**src/common/armCtrlPkg.sv**
```systemverilog
`default_nettype none

package armCtrlPkg;

  // Data-processing opcodes in bits 24:21
  typedef enum logic [3:0] {
    opAnd = 4'h0, opEor = 4'h1, opSub = 4'h2, opRsb = 4'h3,
    opAdd = 4'h4, opAdc = 4'h5, opSbc = 4'h6, opRsc = 4'h7,
    opTst = 4'h8, opTeq = 4'h9, opCmp = 4'ha, opCmn = 4'hb,
    opOrr = 4'hc, opMov = 4'hd, opBic = 4'he, opMvn = 4'hf
  } aluOpT;

  // Condition field in bits 31:28
  typedef enum logic [3:0] {
    condEq = 4'h0, condNe = 4'h1, condCs = 4'h2, condCc = 4'h3,
    condMi = 4'h4, condPl = 4'h5, condVs = 4'h6, condVc = 4'h7,
    condHi = 4'h8, condLs = 4'h9, condGe = 4'ha, condLt = 4'hb,
    condGt = 4'hc, condLe = 4'hd, condAl = 4'he, condNv = 4'hf
  } condT;

  typedef enum logic [2:0] {
    dataImm,
    dataReg,
    multiply,
    load,
    store,
    branch,
    illegal
  } instrClassT;

  typedef struct packed {
    logic n;
    logic z;
    logic c;
    logic v;
  } flagsT;

  typedef struct packed {
    logic       aluSrc;
    logic       memToReg;
    logic       regWrite;
    logic       memWrite;
    logic       branch;
    logic       pcSrc;
    logic       multSelect;
    logic [1:0] flagWrite;   // [1] NZ, [0] CV
    aluOpT      aluControl;
  } decodeCtrlT;

  typedef struct packed {
    logic       aluSrc;
    logic       memToReg;
    logic       regWrite;
    logic       memWrite;
    logic       branch;
    logic       pcSrc;
    logic [1:0] flagWrite;
    aluOpT      aluControl;
    condT       cond;
  } execCtrlT;

  typedef struct packed {
    logic memWrite;
    logic memToReg;
    logic regWrite;
    logic pcSrc;
  } memCtrlT;

  typedef struct packed {
    logic memToReg;
    logic regWrite;
    logic pcSrc;
  } wbCtrlT;

  // Instruction field positions
  localparam int condLsb  = 28;
  localparam int classLsb = 25;   // Bits 27:25 select the class
  localparam int iBit     = 25;   // Immediate flag
  localparam int opLsb    = 21;
  localparam int sBit     = 20;   // S bit, L bit for memory ops
  localparam int rnLsb    = 16;   // Also Rd of multiply
  localparam int rdLsb    = 12;
  localparam int rmLsb    = 0;

  localparam logic [3:0] multPattern = 4'b1001;   // Bits 7:4 of MUL/MLA
  localparam logic [3:0] pcRegNum    = 4'd15;

endpackage

`default_nettype wire

```
**src/controller/controller.sv**
```systemverilog
`default_nettype none

module controller (
  input  wire logic                   clk,
  input  wire logic                   rstN,
  input  wire logic [31:0]            instrD,
  input  wire armCtrlPkg::decodeCtrlT ctrlD,
  input  wire logic                   stallD,
  input  wire logic                   flushE,
  input  wire logic                   condExE,
  output armCtrlPkg::execCtrlT        exCtrlE,
  output logic [31:0]                 instrE,
  output logic                        branchTakenE,
  output armCtrlPkg::memCtrlT         memCtrlM,
  output armCtrlPkg::wbCtrlT          wbCtrlW,
  output logic [2:0]                  pcSrcPending   // [0] decode, [1] execute, [2] memory
);

  import armCtrlPkg::*;

  execCtrlT execNext;
  memCtrlT  memNext;
  wbCtrlT   wbNext;
  logic     pcSrcGatedE;

  // Decode to execute controls without multSelect
  always_comb begin
    execNext.aluSrc     = ctrlD.aluSrc;
    execNext.memToReg   = ctrlD.memToReg;
    execNext.regWrite   = ctrlD.regWrite;
    execNext.memWrite   = ctrlD.memWrite;
    execNext.branch     = ctrlD.branch;
    execNext.pcSrc      = ctrlD.pcSrc;
    execNext.flagWrite  = ctrlD.flagWrite;
    execNext.aluControl = ctrlD.aluControl;
    execNext.cond       = condT'(instrD[condLsb +: 4]);
  end

  always_ff @(posedge clk) begin
    if (!rstN || flushE) begin
      exCtrlE <= '0;   // Bubble
    end else if (!stallD) begin
      exCtrlE <= execNext;
    end
  end

  // Execute-stage instruction word, source of the load destination
  always_ff @(posedge clk) begin
    if (!stallD) begin
      instrE <= instrD;
    end
  end

  // Condition gating of writes and branch
  assign pcSrcGatedE  = exCtrlE.pcSrc & condExE;
  assign branchTakenE = exCtrlE.branch & condExE;

  always_comb begin
    memNext.memWrite = exCtrlE.memWrite & condExE;
    memNext.memToReg = exCtrlE.memToReg;
    memNext.regWrite = exCtrlE.regWrite & condExE;
    memNext.pcSrc    = pcSrcGatedE;
  end

  always_ff @(posedge clk) begin
    if (!rstN) begin
      memCtrlM <= '0;
    end else begin
      memCtrlM <= memNext;
    end
  end

  always_comb begin
    wbNext.memToReg = memCtrlM.memToReg;
    wbNext.regWrite = memCtrlM.regWrite;
    wbNext.pcSrc    = memCtrlM.pcSrc;
  end

  always_ff @(posedge clk) begin
    if (!rstN) begin
      wbCtrlW <= '0;
    end else begin
      wbCtrlW <= wbNext;
    end
  end

  // PC writes still in flight for the hazard unit
  assign pcSrcPending = {memCtrlM.pcSrc, pcSrcGatedE, ctrlD.pcSrc};

  // Decoder never marks one instruction as both load and store
  memExclusiveA: assert property (@(posedge clk) disable iff (!rstN)
    !(memCtrlM.memWrite && memCtrlM.memToReg))
    else $error("Memory stage shows load and store together");

endmodule

`default_nettype wire

```
**src/source/condUnit.sv**
```systemverilog
`default_nettype none

module condUnit (
  input  wire logic                clk,
  input  wire logic                rstN,
  input  wire armCtrlPkg::condT    cond,
  input  wire logic [1:0]          flagWrite,
  input  wire armCtrlPkg::flagsT   flagsE,
  output logic                     condExE,
  output armCtrlPkg::flagsT        prevFlags
);

  import armCtrlPkg::*;

  flagsT flagsQ;   // Stored NZCV
  logic  geFlag;

  assign geFlag = (flagsQ.n == flagsQ.v);

  always_comb begin
    case (cond)
      condEq: condExE = flagsQ.z;
      condNe: condExE = ~flagsQ.z;
      condCs: condExE = flagsQ.c;
      condCc: condExE = ~flagsQ.c;
      condMi: condExE = flagsQ.n;
      condPl: condExE = ~flagsQ.n;
      condVs: condExE = flagsQ.v;
      condVc: condExE = ~flagsQ.v;
      condHi: condExE = flagsQ.c & ~flagsQ.z;
      condLs: condExE = ~flagsQ.c | flagsQ.z;
      condGe: condExE = geFlag;
      condLt: condExE = ~geFlag;
      condGt: condExE = ~flagsQ.z & geFlag;
      condLe: condExE = flagsQ.z | ~geFlag;
      condAl: condExE = 1'b1;
      condNv: condExE = 1'b0;   // Never
    endcase
  end

  // Updated at the end of execute per field group
  always_ff @(posedge clk) begin
    if (!rstN) begin
      flagsQ <= '0;
    end else if (condExE) begin
      if (flagWrite[1]) begin
        flagsQ.n <= flagsE.n;
        flagsQ.z <= flagsE.z;
      end
      if (flagWrite[0]) begin
        flagsQ.c <= flagsE.c;
        flagsQ.v <= flagsE.v;
      end
    end
  end

  assign prevFlags = flagsQ;

  alwaysExecA: assert property (@(posedge clk) disable iff (!rstN)
    (cond == condAl) |-> condExE)
    else $error("AL instruction not executed");

endmodule

`default_nettype wire

```
**src/source/ctrlTop.sv**
```systemverilog
`default_nettype none

module ctrlTop (
  input  wire logic                 clk,
  input  wire logic                 rstN,
  input  wire logic [31:0]          instrD,
  input  wire armCtrlPkg::flagsT    flagsE,
  output logic [1:0]                regSrcD,
  output logic [1:0]                immSrcD,
  output armCtrlPkg::execCtrlT      exCtrlOut,
  output logic                      branchTakenE,
  output armCtrlPkg::flagsT         prevFlagsE,
  output logic [31:0]               instrE,
  output armCtrlPkg::memCtrlT       memCtrlM,
  output armCtrlPkg::wbCtrlT        wbCtrlW,
  output logic                      stallF,
  output logic                      stallD,
  output logic                      flushD,
  output logic                      flushE,
  output logic                      illegalD
);

  import armCtrlPkg::*;

  decodeCtrlT ctrlD;
  logic       condExE;
  logic [2:0] pcSrcPending;

  instrDecoder uDecoder (
    .instrD   (instrD),
    .ctrlD    (ctrlD),
    .regSrcD  (regSrcD),
    .immSrcD  (immSrcD),
    .illegalD (illegalD)
  );

  controller uController (
    .clk          (clk),
    .rstN         (rstN),
    .instrD       (instrD),
    .ctrlD        (ctrlD),
    .stallD       (stallD),
    .flushE       (flushE),
    .condExE      (condExE),
    .exCtrlE      (exCtrlOut),
    .instrE       (instrE),
    .branchTakenE (branchTakenE),
    .memCtrlM     (memCtrlM),
    .wbCtrlW      (wbCtrlW),
    .pcSrcPending (pcSrcPending)
  );

  condUnit uCond (
    .clk       (clk),
    .rstN      (rstN),
    .cond      (exCtrlOut.cond),
    .flagWrite (exCtrlOut.flagWrite),
    .flagsE    (flagsE),
    .condExE   (condExE),
    .prevFlags (prevFlagsE)
  );

  hazardUnit uHazard (
    .clk          (clk),
    .rstN         (rstN),
    .instrD       (instrD),
    .memToRegE    (exCtrlOut.memToReg),
    .destRegE     (instrE[rdLsb +: 4]),   // Load destination
    .pcSrcPending (pcSrcPending),
    .stallF       (stallF),
    .stallD       (stallD),
    .flushD       (flushD),
    .flushE       (flushE)
  );

endmodule

`default_nettype wire

```
**src/source/hazardUnit.sv**
```systemverilog
`default_nettype none

module hazardUnit (
  input  wire logic        clk,
  input  wire logic        rstN,
  input  wire logic [31:0] instrD,
  input  wire logic        memToRegE,
  input  wire logic [3:0]  destRegE,
  input  wire logic [2:0]  pcSrcPending,   // [0] decode, [1] execute, [2] memory
  output logic             stallF,
  output logic             stallD,
  output logic             flushD,
  output logic             flushE
);

  import armCtrlPkg::*;

  logic rnMatch;
  logic rmMatch;
  logic ldStall;
  logic pcWritePending;

  // Load in execute feeding Rn or Rm of decode
  assign rnMatch = (destRegE == instrD[rnLsb +: 4]);
  assign rmMatch = (destRegE == instrD[rmLsb +: 4]);
  assign ldStall = memToRegE && (rnMatch || rmMatch);

  assign pcWritePending = |pcSrcPending;

  assign stallF = ldStall | pcWritePending;
  assign stallD = ldStall;

  // Stall wins, the held instruction may itself be the PC writer
  assign flushD = pcWritePending & ~ldStall;

  // Bubble after a load, or redirect when execute writes the PC
  assign flushE = ldStall | pcSrcPending[1];

  noStallFlushA: assert property (@(posedge clk) disable iff (!rstN)
    !(stallD && flushD))
    else $error("Decode stalled and flushed together");

  // The bubble in execute clears memToRegE, so a load-use stall is one cycle
  singleStallA: assert property (@(posedge clk) disable iff (!rstN)
    stallD |=> !stallD)
    else $error("Load-use stall longer than one cycle");

endmodule

`default_nettype wire

```
**src/source/instrDecoder.sv**
```systemverilog
`default_nettype none

module instrDecoder (
  input  wire logic [31:0]           instrD,
  output armCtrlPkg::decodeCtrlT     ctrlD,
  output logic [1:0]                 regSrcD,
  output logic [1:0]                 immSrcD,
  output logic                       illegalD
);

  import armCtrlPkg::*;

  instrClassT instrClass;
  logic [3:0] destReg;
  logic       isDataProc;

  // Main decoder, class from bits 27:25 and 7:4
  always_comb begin
    case (instrD[classLsb +: 3])
      3'b000:         instrClass = (instrD[7:4] == multPattern) ? multiply : dataReg;
      3'b001:         instrClass = dataImm;
      3'b010, 3'b011: instrClass = instrD[sBit] ? load : store;
      3'b101:         instrClass = branch;
      default:        instrClass = illegal;   // LDM/STM, coprocessor, SWI
    endcase
  end

  assign isDataProc = (instrClass == dataImm) || (instrClass == dataReg);

  // MUL writes Rd in bits 19:16
  assign destReg = (instrClass == multiply) ? instrD[rnLsb +: 4] : instrD[rdLsb +: 4];

  always_comb begin
    ctrlD    = '0;
    regSrcD  = 2'b00;
    immSrcD  = 2'b00;
    illegalD = 1'b0;

    case (instrClass)
      dataImm: begin
        ctrlD.aluSrc   = 1'b1;
        ctrlD.regWrite = 1'b1;
      end
      dataReg: ctrlD.regWrite = 1'b1;
      multiply: begin
        ctrlD.regWrite   = 1'b1;
        ctrlD.multSelect = 1'b1;   // Result from the multiplier
      end
      load: begin
        immSrcD        = 2'b01;   // 12-bit offset
        ctrlD.aluSrc   = ~instrD[iBit];
        ctrlD.memToReg = 1'b1;
        ctrlD.regWrite = 1'b1;
      end
      store: begin
        regSrcD        = 2'b10;   // Rd read as store data
        immSrcD        = 2'b01;
        ctrlD.aluSrc   = ~instrD[iBit];
        ctrlD.memWrite = 1'b1;
      end
      branch: begin
        regSrcD      = 2'b01;     // PC as base
        immSrcD      = 2'b10;     // 24-bit word offset
        ctrlD.aluSrc = 1'b1;
        ctrlD.branch = 1'b1;
      end
      default: illegalD = 1'b1;
    endcase

    // ALU decoder
    if (isDataProc) begin
      ctrlD.aluControl = aluOpT'(instrD[opLsb +: 4]);
      ctrlD.flagWrite  = {2{instrD[sBit]}};
      if (ctrlD.aluControl inside {opTst, opTeq, opCmp, opCmn})
        ctrlD.regWrite = 1'b0;   // Flags only
    end else begin
      ctrlD.aluControl = opAdd;    // Address and target arithmetic
      ctrlD.flagWrite  = 2'b00;
    end

    ctrlD.pcSrc = ((destReg == pcRegNum) && ctrlD.regWrite) || ctrlD.branch;
  end

endmodule

`default_nettype wire

```
**config.mk**
```make
export PLATFORM = sky130hd
export DESIGN_NAME = ctrlTop
export DESIGN_NICKNAME = d
export VERILOG_FILES = /design/src/common/armCtrlPkg.sv /design/src/controller/controller.sv /design/src/source/condUnit.sv /design/src/source/ctrlTop.sv /design/src/source/hazardUnit.sv /design/src/source/instrDecoder.sv
export SDC_FILE = /design/constraint.sdc
export NUM_CORES = 1
export LEC_CHECK = 0
export ABC_AREA = 1
export ABC_CLOCK_PERIOD_IN_PS = 2600
export BUFFER_PORTS_ARGS = -buffer_cell sky130_fd_sc_hd__buf_2
export CORE_UTILIZATION = 47
export CTS_CLUSTER_DIAMETER = 100
export CTS_CLUSTER_SIZE = 25
export DETAILED_ROUTE_END_ITERATION = 6
export GPL_ROUTABILITY_DRIVEN = 0
export PLACE_DENSITY = 0.9
export SYNTH_ARGS = -nofsm -noshare
export SYNTH_HDL_FRONTEND = slang
export SYNTH_SLANG_ARGS = --single-unit
```
**constraint.sdc**
```tcl
create_clock -name clk -period 2.6 [get_ports clk]
set_input_delay 0 -clock clk [delete_from_list [all_inputs] [get_ports clk]]
set_output_delay 0 -clock clk [all_outputs]
set_load 0.03 [all_outputs]
```
# --- Word level (Yosys, flattened, before mapping) ---
# Index checks and enable logic that the tools add are counted.
word_totals:
  ff_bits: 59
  input_bits: 38
  output_inout_bits: 69
  elab_cells: 107
op_classes:
  n_eq_ne: 33
  mux: 16
  n_bitwise: 18
  reduce_logical: 19
op_table:
  columns: ["operator", "count"]
  rows:
  - ["$eq A4 B4 Y1 const B", 14]
  - ["$eq A4 B3 Y1 const B", 4]
  - ["$pmux W1 S16", 1]
  - ["$eq A3 B2 Y1 const B", 4]
  - ["$pmux W3 S4", 1]
  - ["$eq A3 B3 Y1 const B", 3]
  - ["$eq A4 B2 Y1 const B", 2]
  - ["$eq A4 B4 Y1", 2]
  - ["$pmux W2 S2", 2]
  - ["$and A1 B1 Y1", 7]
  - ["$mux W1", 7]
  - ["$not A1 Y1", 7]
  - ["$eq A3 B1 Y1 const B", 2]
  - ["$logic_not A3 Y1", 2]
  - ["$mux W6", 1]
  - ["$reduce_or A2 Y1", 3]
  - ["$reduce_or A6 Y1", 1]
  - ["$eq A4 B1 Y1 const B", 1]
  - ["$logic_not A4 Y1", 1]
  - ["$logic_or A1 B1 Y1", 4]
  - ["$mux W4", 1]
  - ["$or A1 B1 Y1", 4]
  - ["$reduce_and A2 Y1", 2]
  - ["$reduce_bool A4 Y1", 1]
  - ["8 further kinds", 9]

# --- Depth between registers and ports, before layout ---
depth:
  depth_word: 12
  ltp_mapped: 13
  ltp_nobuf: 13

# --- Hierarchy ---
# From an unflattened synthesis, not the netlist that was laid out.
unflattened:
  hier_cells: 311
  area_unflattened_um2: 2666.3
by_module_without_submodules:
  columns: ["mod", "instances", "cells_per_inst", "area_each_um2"]
  rows:
  - ["controller", 1, 133, 1821.7]
  - ["condUnit", 1, 78, 419.2]
  - ["instrDecoder", 1, 50, 230.2]
  - ["hazardUnit", 1, 50, 195.2]

# --- Worst setup path after synthesis ---
# No wires, ideal clock.
synth_path:
  path_kind: "register to output"
  from: "reg uController.instrE[12]"
  to: "out stallF"
  t_arrival_ns: 2.160
  required_ns: 2.600
  path_slack_ns: 0.440
  path_stages_with_launch: 8
  cell_sequence: "edfxtp_1 xnor2_1 nand4_1 nand2_1 nand2_1 buf_2 buf_2 nand4_1"
synth_via:
  elab_chain_cells: 4
  word_cells_on_any_way: 5
  classes_between: "2 x eq/ne; 1 x bitwise; 2 x reduce/logical"
synth_lines:
  columns: ["element", "line", "source"]
  rows:
  - ["start, declared", "controller.sv:12", "output logic [31:0] instrE,"]
  - ["start signal, assigned", "controller.sv:50", "instrE <= instrD;"]
  - ["$eq A4 B4 Y1, on equally long branches", "hazardUnit.sv:24, hazardUnit.sv:25", null]
  - ["$logic_or A1 B1 Y1 *", "hazardUnit.sv:26", "assign ldStall = memToRegE && (rnMatch || rmMatch);"]
  - ["$logic_and A1 B1 Y1 *", "hazardUnit.sv:26", null]
  - ["$or A1 B1 Y1 *", "hazardUnit.sv:30", "assign stallF = ldStall | pcWritePending;"]
  - ["end, declared", "ctrlTop.sv:16", "output logic stallF,"]
# Every way passes the cells marked *; elsewhere a longest branch is shown, timed or not.

# --- Worst setup path in the final report ---
layout_path:
  from: "reg uController.instrE[12]"
  to: "out stallD"
layout_via:
  elab_chain_cells: 3
  word_cells_on_any_way: 4
  classes_between: "2 x eq/ne; 2 x reduce/logical"
layout_lines:
  columns: ["element", "line", "source"]
  rows:
  - ["$eq A4 B4 Y1, on equally long branches", "hazardUnit.sv:24, hazardUnit.sv:25", null]
  - ["$logic_or A1 B1 Y1 *", "hazardUnit.sv:26", null]
  - ["$logic_and A1 B1 Y1 *", "hazardUnit.sv:26", null]
  - ["end, declared", "ctrlTop.sv:17", "output logic stallD,"]
# Marks and branches as above.

==> results.toml <==
[outcome]
status = "complete, no violations"

[route]
drc = 0
vias_per_cell = 4.72
routed_wl_um = 6110
top_layer = "met4"
wl_met1_um = 2470
wl_met3_um = 439
post_drt_wl_per_cell_um = 12.7
met2_length_um = 3080
final_antenna_net_count = 0
num_vias = 2267
dr.first_iter.drc_count = 90
firstDrtPassIters = 4

[clock_network]
cts_sinks = 58
clk_latency_ns = 0.33
root_buffer = "clkbuf_8"
cts_setup_buffers = 0
ctsResizeCount = 0
cts_htree_levels = 3
clockBufferDepth = 2
cts_tree = "yes"
cts_buffers = 9
cts.clk_slew.worst_paths_ns = 0.06

[sta]
period_share_pct = 84.0
relSlewSlack_pct = 66.8
hold_viol_final = 0
setup_ws_ns = 0.417
maxSlewViolCount = 0
finalClockSkew_ns = 0.0115
fin_crit_ns = 2.18
tightestPinTransition_ns = 0.497
tns_ns = 0
whs_ns = 0.404
setup_viol = 0
fmax_mhz = 458
rsz0062_at_grt = "false"

[critical_path]
r2r_end = "uController.exCtrlE[6]"
arrival_ns = 2.18
crit_type = "flop to primary output"
crit_slowest_cell = "edfxtp_1"
regToRegSetupSlack_ns = 0.62
cp_max_fo = 33
r2r_cells = 10
critPathLaunchType = "flop"
cp-end-kind = "primary output"
cpPeakStageDelay_ns = 0.45
cp.required_ns = 2.60
path_cells = "xnor2_1 -> nand4_1 -> nand2_1 -> nand2_2 -> buf_12 -> inv_1 -> buf_2"
r2r_start = "uController.instrE[12]"

[global_routing]
grt_use_total_pct = 23.3
grt-ovfl-total = 0
grt_pass1_vias = 2103
grt_first_pass_wirelength_um = 9210
antenna_found_initial = 0
grt_max_degree = 34

[power]
sw_frac_of_total_pct = 26.7
finalPower_mw = 2.15
switchingPower_mw = 0.574
ir_drop_mv = 0.370
p_int_mw = 1.58
combPwrFrac_pct = 16.4
cellPowerDensity_nw_per_um2 = 604
p_seq_share_pct = 48.1
power_frac_clock_pct = 35.6
p_leak_nw = 1.82

[die]
initial_core_util_pct = 50.0
num_rows = 25
die_area_um2 = 5450
die_y_um = 73.8
ioPinCount = 107
dieWidth_um = 73.8
core-area_um2 = 4850

[logic_synthesis]
ys_seq_area_share_pct = 61.1
synth_ff_type = "edfxtp_1"
netlist_area_um2 = 2420
synth_edf_count = 32
async_flop_share_pct = 0
synth_largest_area_cell = "edfxtp_1"
yosysWarnings = 0
synth_area_per_cell_um2 = 9.32
ys_types = 24
synth_commonest_cells = "67 x nand2_1, 36 x inv_1, 32 x edfxtp_1, 32 x nor2_1, 26 x dfxtp_1"
synth_most_common_cell = "nand2_1"
ys_top_cells_by_area = "edfxtp_1 40%, dfxtp_1 21%, nand2_1 10%"
yosys_register_bits = 58
synth_top_area_share_pct = 39.6
syn_inst = 260
syn-num-nets = 298

[final_layout]
antenna_cells = 0
final_cells = 480
postLayoutCellArea_um2 = 3560
fin_nets = 446
syn_to_final_growth_pct = 46.9
fill_cells = 348
drive_gt1_share_pct = 32.2
utilization_pct = 73.4

[place]
placed_area_um2 = 3010
dp_cells = 427
dpl.hpwl_um = 4050
port_buffers = 106
pre_cts_ws_ns = 0.696

[flow_run]
timing.max_cap.violations = 0

[min_path]
min_from = "instrD[10]"
holdPathEnd = "uController.instrE[10]"
whs_path_depth = 2
holdCritPathClass = "primary input to flop"
-- power by group through the flow --
stage	logic (mW)	clock network [mW]	registers [mW]
final	0.352	0.765	1.03
after global routing	0.380	0.814	1.04
after CTS	0.349	0.777	1.03
after detailed placement	0.306	0	1.05
after global placement	0.300	0	1.05
after floorplan	0.118	0	1.14
-- cells in the final DEF (no fill, tap or decap), types with 3 or more instances in the layout --
| cell | instances |
|---|---|
| clkbuf_8 | 9 |
| o21ai_0 | 12 |
| dfxtp_1 | 26 |
| nor3_1 | 6 |
| inv_1 | 36 |
| dlygate4sd3_1 | 37 |
| nand2_1 | 66 |
| nor2_2 | 6 |
| nand3_1 | 8 |
| xnor2_1 | 8 |
| buf_2 | 106 |
| nor2_1 | 32 |
| clkbuf_1 | 3 |
| edfxtp_1 | 32 |
| nand4_1 | 7 |
| nand2_2 | 3 |
-- registers in the layout (all words and copies together) (netlist names) --
signal / flops
uCond.prevFlags: 4
uController.exCtrlE: 15
uController.instrE: 32
uController.memCtrlM: 4
uController.wbCtrlW: 3
-- how the worst max path moves through the flow --
stage	from	endpoint	cells past startpoint
2_1_floorplan	uController.instrE[12]	stallF	7
3_3_place_gp	uController.instrE[12]	uController.exCtrlE[6]	9
3_5_place_dp	uController.instrE[12]	uController.exCtrlE[6]	10
4_1_cts	uController.instrE[12]	stallD	7
5_1_grt	uController.instrE[12]	stallD	7
6_report	uController.instrE[12]	stallD	7
-- kinds of logic (layout without fill, tap and decap cells) --
group	Yosys count	count (layout)	share of synthesized area [%]
muxes	1	1	0.413
DFF	58	58	61.1
AOI/OAI and AO/OA	17	17	3.72
xor gates and xnor gates	8	8	2.89
and+or+nand+nor	131	131	23.8
buffers and inverters	45	198	8.05
-- critical path, delay by kind of cell, from the launching register on --
family	cells	cell delay (ns)
XOR/XNOR	1	0.24
buffers and inverters	3	0.63
flip-flops	1	0.45
AND/OR/NAND/NOR	3	0.53
-- routing by layer --
metal  up-vias  GRT usage, %
met4         0          10.7
li1       1123             -
met2       105          43.7
met5         -             0
met3        15          5.49
met1      1024          24.3
-- layout make-up --
class / instances / area, um^2 / area share [%]
clock buffers: 12 / 135 / 3.79
repair buffers: 145 / 928 / 26.1
well taps: 67 / 83.8 / 2.35
flip-flops and latches: 58 / 1480 / 41.6
clock inverters: 4 / 43.8 / 1.23
inverters: 37 / 139 / 3.90
multi-input cells: 157 / 749 / 21.0
-- repair_timing --
action	CTS	global route
endpoints found under the setup margin	0	0
hold buffers	37	0
endpoints found under the hold margin	40	0
(Power assumes the default switching activity.)
